<file path="src/rtl/ecc_mem_macros.svh">
`ifndef ECC_MEM_MACROS_SVH
`define ECC_MEM_MACROS_SVH

// Word address, bank field on top of the row field.
`define ECC_MEM_ADDR_W 10
`define ECC_MEM_BANK_W 2
`define ECC_MEM_ROW_W 8

// Stored word: data plus SEC-DED check bits.
`define ECC_MEM_DATA_W 64
`define ECC_MEM_CHK_W 8
`define ECC_MEM_CW_W 72

`define ECC_MEM_NUM_BANKS 4

`endif

</file>
<file path="src/rtl/ecc_mem_pkg.sv">
`default_nettype none

package ecc_mem_pkg;

    // Read status reported with every returned word.
    typedef enum logic [1:0] {
        ECC_OK            = 2'b00,
        ECC_CORRECTED     = 2'b01,
        ECC_UNCORRECTABLE = 2'b10,
        ECC_BYPASSED      = 2'b11
    } ecc_status_e;

endpackage

`default_nettype wire

</file>
<file path="src/rtl/read_collect.sv">
`timescale 1ns/1ps
`default_nettype none

`include "ecc_mem_macros.svh"

module read_collect (
    input  wire logic                          r_clk,
    input  wire logic                          rst_n,
    input  wire logic [`ECC_MEM_DATA_W-1:0]    bank_rd_data   [`ECC_MEM_NUM_BANKS],
    input  var  ecc_mem_pkg::ecc_status_e      bank_rd_status [`ECC_MEM_NUM_BANKS],
    input  wire logic [`ECC_MEM_NUM_BANKS-1:0] bank_rd_valid,
    output logic      [`ECC_MEM_DATA_W-1:0]    rd_data,
    output ecc_mem_pkg::ecc_status_e           rd_status,
    output logic                               rd_valid
);
    import ecc_mem_pkg::*;

    logic [`ECC_MEM_DATA_W-1:0] data_or;
    logic [1:0]                 stat_or;
    logic                       any_valid;

    // Only the bank that was read drives the merged bus.
    always_comb begin
        data_or = '0;
        stat_or = '0;
        for (int b = 0; b < `ECC_MEM_NUM_BANKS; b++) begin
            if (bank_rd_valid[b]) begin
                data_or |= bank_rd_data[b];
                stat_or |= bank_rd_status[b];
            end
        end
    end

    assign any_valid = |bank_rd_valid;

    always_ff @(posedge r_clk or negedge rst_n) begin
        if (!rst_n) begin
            rd_valid  <= 1'b0;
            rd_status <= ECC_OK;
        end else begin
            rd_valid  <= any_valid;
            rd_status <= ecc_status_e'(stat_or);
        end
    end

    always_ff @(posedge r_clk) begin
        if (any_valid) begin
            rd_data <= data_or;
        end
    end

    a_one_bank: assert property (@(posedge r_clk) disable iff (!rst_n)
        $onehot0(bank_rd_valid))
        else $error("more than one bank returned data in a cycle");

endmodule

`default_nettype wire

</file>
<file path="config.mk">
export PLATFORM = sky130hd
export DESIGN_NAME = read_collect
export DESIGN_NICKNAME = d
export VERILOG_FILES = /design/src/rtl/ecc_mem_pkg.sv /design/src/rtl/read_collect.sv
export VERILOG_INCLUDE_DIRS = /design/src /design/src/rtl
export SDC_FILE = /design/constraint.sdc
export NUM_CORES = 1
export LEC_CHECK = 0
export ABC_AREA = 1
export BUFFER_PORTS_ARGS = -buffer_cell sky130_fd_sc_hd__buf_4
export CAP_MARGIN = 30
export CORE_AREA = 3 3 137 139
export DETAILED_ROUTE_END_ITERATION = 12
export DIE_AREA = 0 0 140 142
export SLEW_MARGIN = 15
export SYNTH_ARGS = -nofsm -noshare
export SYNTH_HDL_FRONTEND = slang
export SYNTH_SLANG_ARGS = --single-unit
</file>
<file path="constraint.sdc">
create_clock -name r_clk -period 0.8 [get_ports r_clk]
set_input_delay 0.04 -clock r_clk [delete_from_list [all_inputs] [get_ports r_clk]]
set_output_delay 0.04 -clock r_clk [all_outputs]
set_load 0.005 [all_outputs]
</file>
======== After elaboration in Yosys (flattened, before gate mapping) ========
Cells that the tools add are included.
storage, ports and cells
  bits in registers ....................... 67
  latch bits .............................. 0
  bits in writable memories ............... 0
  bits in read-only memories .............. 0
  bits of input ports ..................... 270
  output and inout bits ................... 67
  logic and storage cells ................. 18
  memories kept ........................... 0
cells by class
  add/subtract/negate cells ............... 0
  multipliers ............................. 0
  divide/modulo/power cells ............... 0
  order comparisons ....................... 0
  eq/ne operators ......................... 0
  shift-type cells ........................ 0
  mux-type cells .......................... 8
  bitwise gates (word level) .............. 6
  reductions and logical operators ........ 1
operators with widths
  operator         count
  $mux 64          4
  $or 64x64->64    3
  $mux 2           4
  $or 2x2->2       3
  $reduce_or 4->1  1

======== Longest topological paths before layout ========
  depth after elaboration ................. 7
  gate-level depth with buffers ........... 6
  depth with buffers taken out ............ 4

======== Least setup slack after synthesis ========
OpenSTA, ideal clock, no wires.
  path type ............................... input port to flip-flop
  from .................................... input port bank_rd_valid[1]
  to ...................................... register rd_data[0] (enable)
  library setup time ...................... 0.424 ns
  arrival time ............................ 1.647 ns
  data required time ...................... 0.376 ns
  setup slack ............................. -1.272 ns
  stages on the path ...................... 3
  path buffers ............................ 1
  path through ............................ buf_2 -> nor2_1 -> nand2_1
on the way
  longest elaborated chain between the ends .. 1
RTL lines
  what                    line                source
  start: declaration      read_collect.sv:11  input wire logic [`ECC_MEM_NUM_BANKS-1:0] bank_rd_valid,
  $reduce_or 4->1         read_collect.sv:34  assign any_valid = |bank_rd_valid;
  via any_valid           read_collect.sv:20  logic any_valid;
  end signal: assignment  read_collect.sv:48  rd_data <= data_or;
  end: declaration        read_collect.sv:12  output logic [`ECC_MEM_DATA_W-1:0] rd_data,
The timed path passes the listed nets, and every way through them passes these cells.
A chain may end at the register's enable or synchronous reset.

======== Worst setup path in the final report ========
  from .................................... register rd_data[62]
  to ...................................... output port rd_data[62]
No word-level cell between the ends.

==> metrics <==
antenna diode count 0; Sequential Area 1997 um^2; synth unique cells 7; final count of hold timing violations 0; Worst-Margin Slew between 0.15 and 0.2 ns; Clk pin slew, worst setup/hold paths approximately 0.05 ns; antenna-violating nets left 0; post-DP HPWL 13040 um; fill cell total of the finished layout around 1.9k; vias after detailed routing 4999; setup repair after global routing missed its margin true; highest achievable clock rate approximately 1000 MHz; GRT Util Overall ~16%; NumNets Final roughly 1.3k; buffer and inverter count on the worst path 1; leading cell type in the layout, fill and taps excluded nand2_1; result of the run finished, violations left; headroom to the max-slew limit just under 90%; Std-Cell Core Area between 15000 and 20000 um^2; syn avg cell area 6.374 um^2; nature of the critical path startpoint flop; post-synthesis sequential area ratio a little under half; warnings from Yosys 0; largest net degree at the start of global routing 37; power consumption 11.62 mW; number of clock sinks 67; worst hold path startpoint bank_rd_status[2]; endpoints failing setup 67; DR WL/cell between 10 and 15 um; global-route wire length before repair about 25000 um; Vert. Die Dim approximately 140 um; worst hold path type input pin to flop; Crit Path Category flop to output port; worst slack after detailed placement -0.1234 ns; final worst-path cycle share 120.8%; capturing element type of the critical path output port; vias in the first global route between 4k and 5k; CTS tree built; WP data required between 0.7 and 0.8 ns; slowest CP cell edfxtp_1; post-synth design cell area between 4000 and 5000 um^2; Pre-antenna DRT Iters 4; share of cells above drive strength 1 a little over a third; worst-case setup margin in the final layout -0.1660 ns; Initial DRC Count ~180; critical-path cell list buf_6; via count normalized by instance count ~4.0; CP max FO 1; register bit total from synthesis 67; Synth Instances 692; cell family with the largest share of critical-path delay flip-flops; critical path's largest stage delay between 0.4 and 0.5 ns; weighted congestion at the end of routability-driven global placement approximately 0.84; post-synthesis net count roughly 960; post-route DRC violation count 0; clock period minus final worst setup slack slightly below 1 ns; starting density of the core between 20% and 30%; worst setup path startpoint rd_data[62]; max_cap viols 0; final slew viol count 0; IO Count around 340; area of the die slightly below 20000 um^2; routed wire length 16200 um; initial antenna violation count 0; H-tree depth reported by CTS 3; leakage power ~4.5 nW; Max rail drop VDD 847.2 uV; multi-input gate area in the final layout 1777 um^2; library cell used as clock root buffer clkbuf_16; total power density per cell area roughly 1500 nW/um^2; floorplan row count slightly below 50; share of the core filled with cells roughly 44%; number of CTS-inserted buffers 9; violated checks negative setup slack; count of input and output buffers 336; overflow left after global routing 0; Area Growth Syn to Fin 75.72%; post-CTS setup buffer count 0; commonest cells after routing, fill and taps aside nand2_1 (462), buf_4 (304), inv_1 (132), edfxtp_1 (64), buf_6 (33); die width roughly 140 um; arrival time reported for the critical path endpoint roughly 0.93 ns; Bufs on Longest Clock Path 2
-- sequential cells by signal (all words and copies together) (netlist names) --
signal / cells
rd_data: 64
rd_status: 2
rd_valid: 1
-- metrics by stage --
stage / std cells / TNS, ns / hold WS [ns] / instance area [um^2]
after floorplan: 692 / -4.678 / -0.2556 / 4474
final: 1259 / -5.194 / 0.01871 / 7750
after global placement: 1240 / -10.24 / -0.1530 / 7286
after global routing: 1259 / -7.990 / 0.04396 / 7750
after CTS: 1259 / -6.807 / 0.01399 / 7682
after detailed placement: 1240 / -11.11 / -0.1523 / 7286
-- cells in the mapped netlist --
cell / n / area (um^2)
dfrtp_1: 3 / 75.07
inv_1: 132 / 495.5
nand2_1: 463 / 1738
nor2_1: 2 / 7.510
buf_2: 15 / 75.07
edfxtp_1: 64 / 1922
buf_4: 13 / 97.59
-- tightest hold or removal path, delay by kind of cell --
family | cells | cell delay (ns)
buffers and inverters | 2 | 0.12
and+or+nand+nor | 3 | 0.14
-- cell families after synthesis --
family | after synthesis | synth area share, %
DFF | 67 | 45.28
buffers and inverters | 160 | 15.15
and+or+nand+nor | 465 | 39.57
-- power by group --
group / leakage [nW] / internal [mW] / total (mW) / switching (mW)
sequential: 0.655 / 4.27 / 4.41 / 0.143
combinational: 3.72 / 1.80 / 3.02 / 1.22
clock: 0.150 / 2.72 / 4.18 / 1.46
total: 4.53 / 8.79 / 11.6 / 2.83
-- layout make-up --
| cell class | instances | area share (%) |
|---|---|---|
| timing repair buffer | 350 | 37.21 |
| sequential | 67 | 25.77 |
| multi-input combinational | 465 | 22.93 |
| inverter | 132 | 6.393 |
| tap | 229 | 3.697 |
| clock buffer | 11 | 3.003 |
| clock inverter | 5 | 1.001 |
-- timing repair --
item                                    in CTS  in global routing
endpoints found under the setup margin      67                 67
hold buffers                                 3                  0
gates resized for setup                     15                 18
pin swaps                                    0                  0
endpoints found under the hold margin        4                  0
-- metal layers --
layer	part of all wire, %	global-route usage [%]	wire (um)
met2	50	26.79	8035
met4	1.8	4.895	295
met5	0	0	0
met1	38	18.16	6199
met3	10	5.880	1667
-- path summary, 6_finish.rpt --
path,end,cells after the start
setup / recovery,rd_data[62],1
hold / removal,rd_status[0],5
max in group asynchronous,rd_status[0],2
min in group asynchronous,rd_status[1],2
Power figures use the tool's default switching activity.
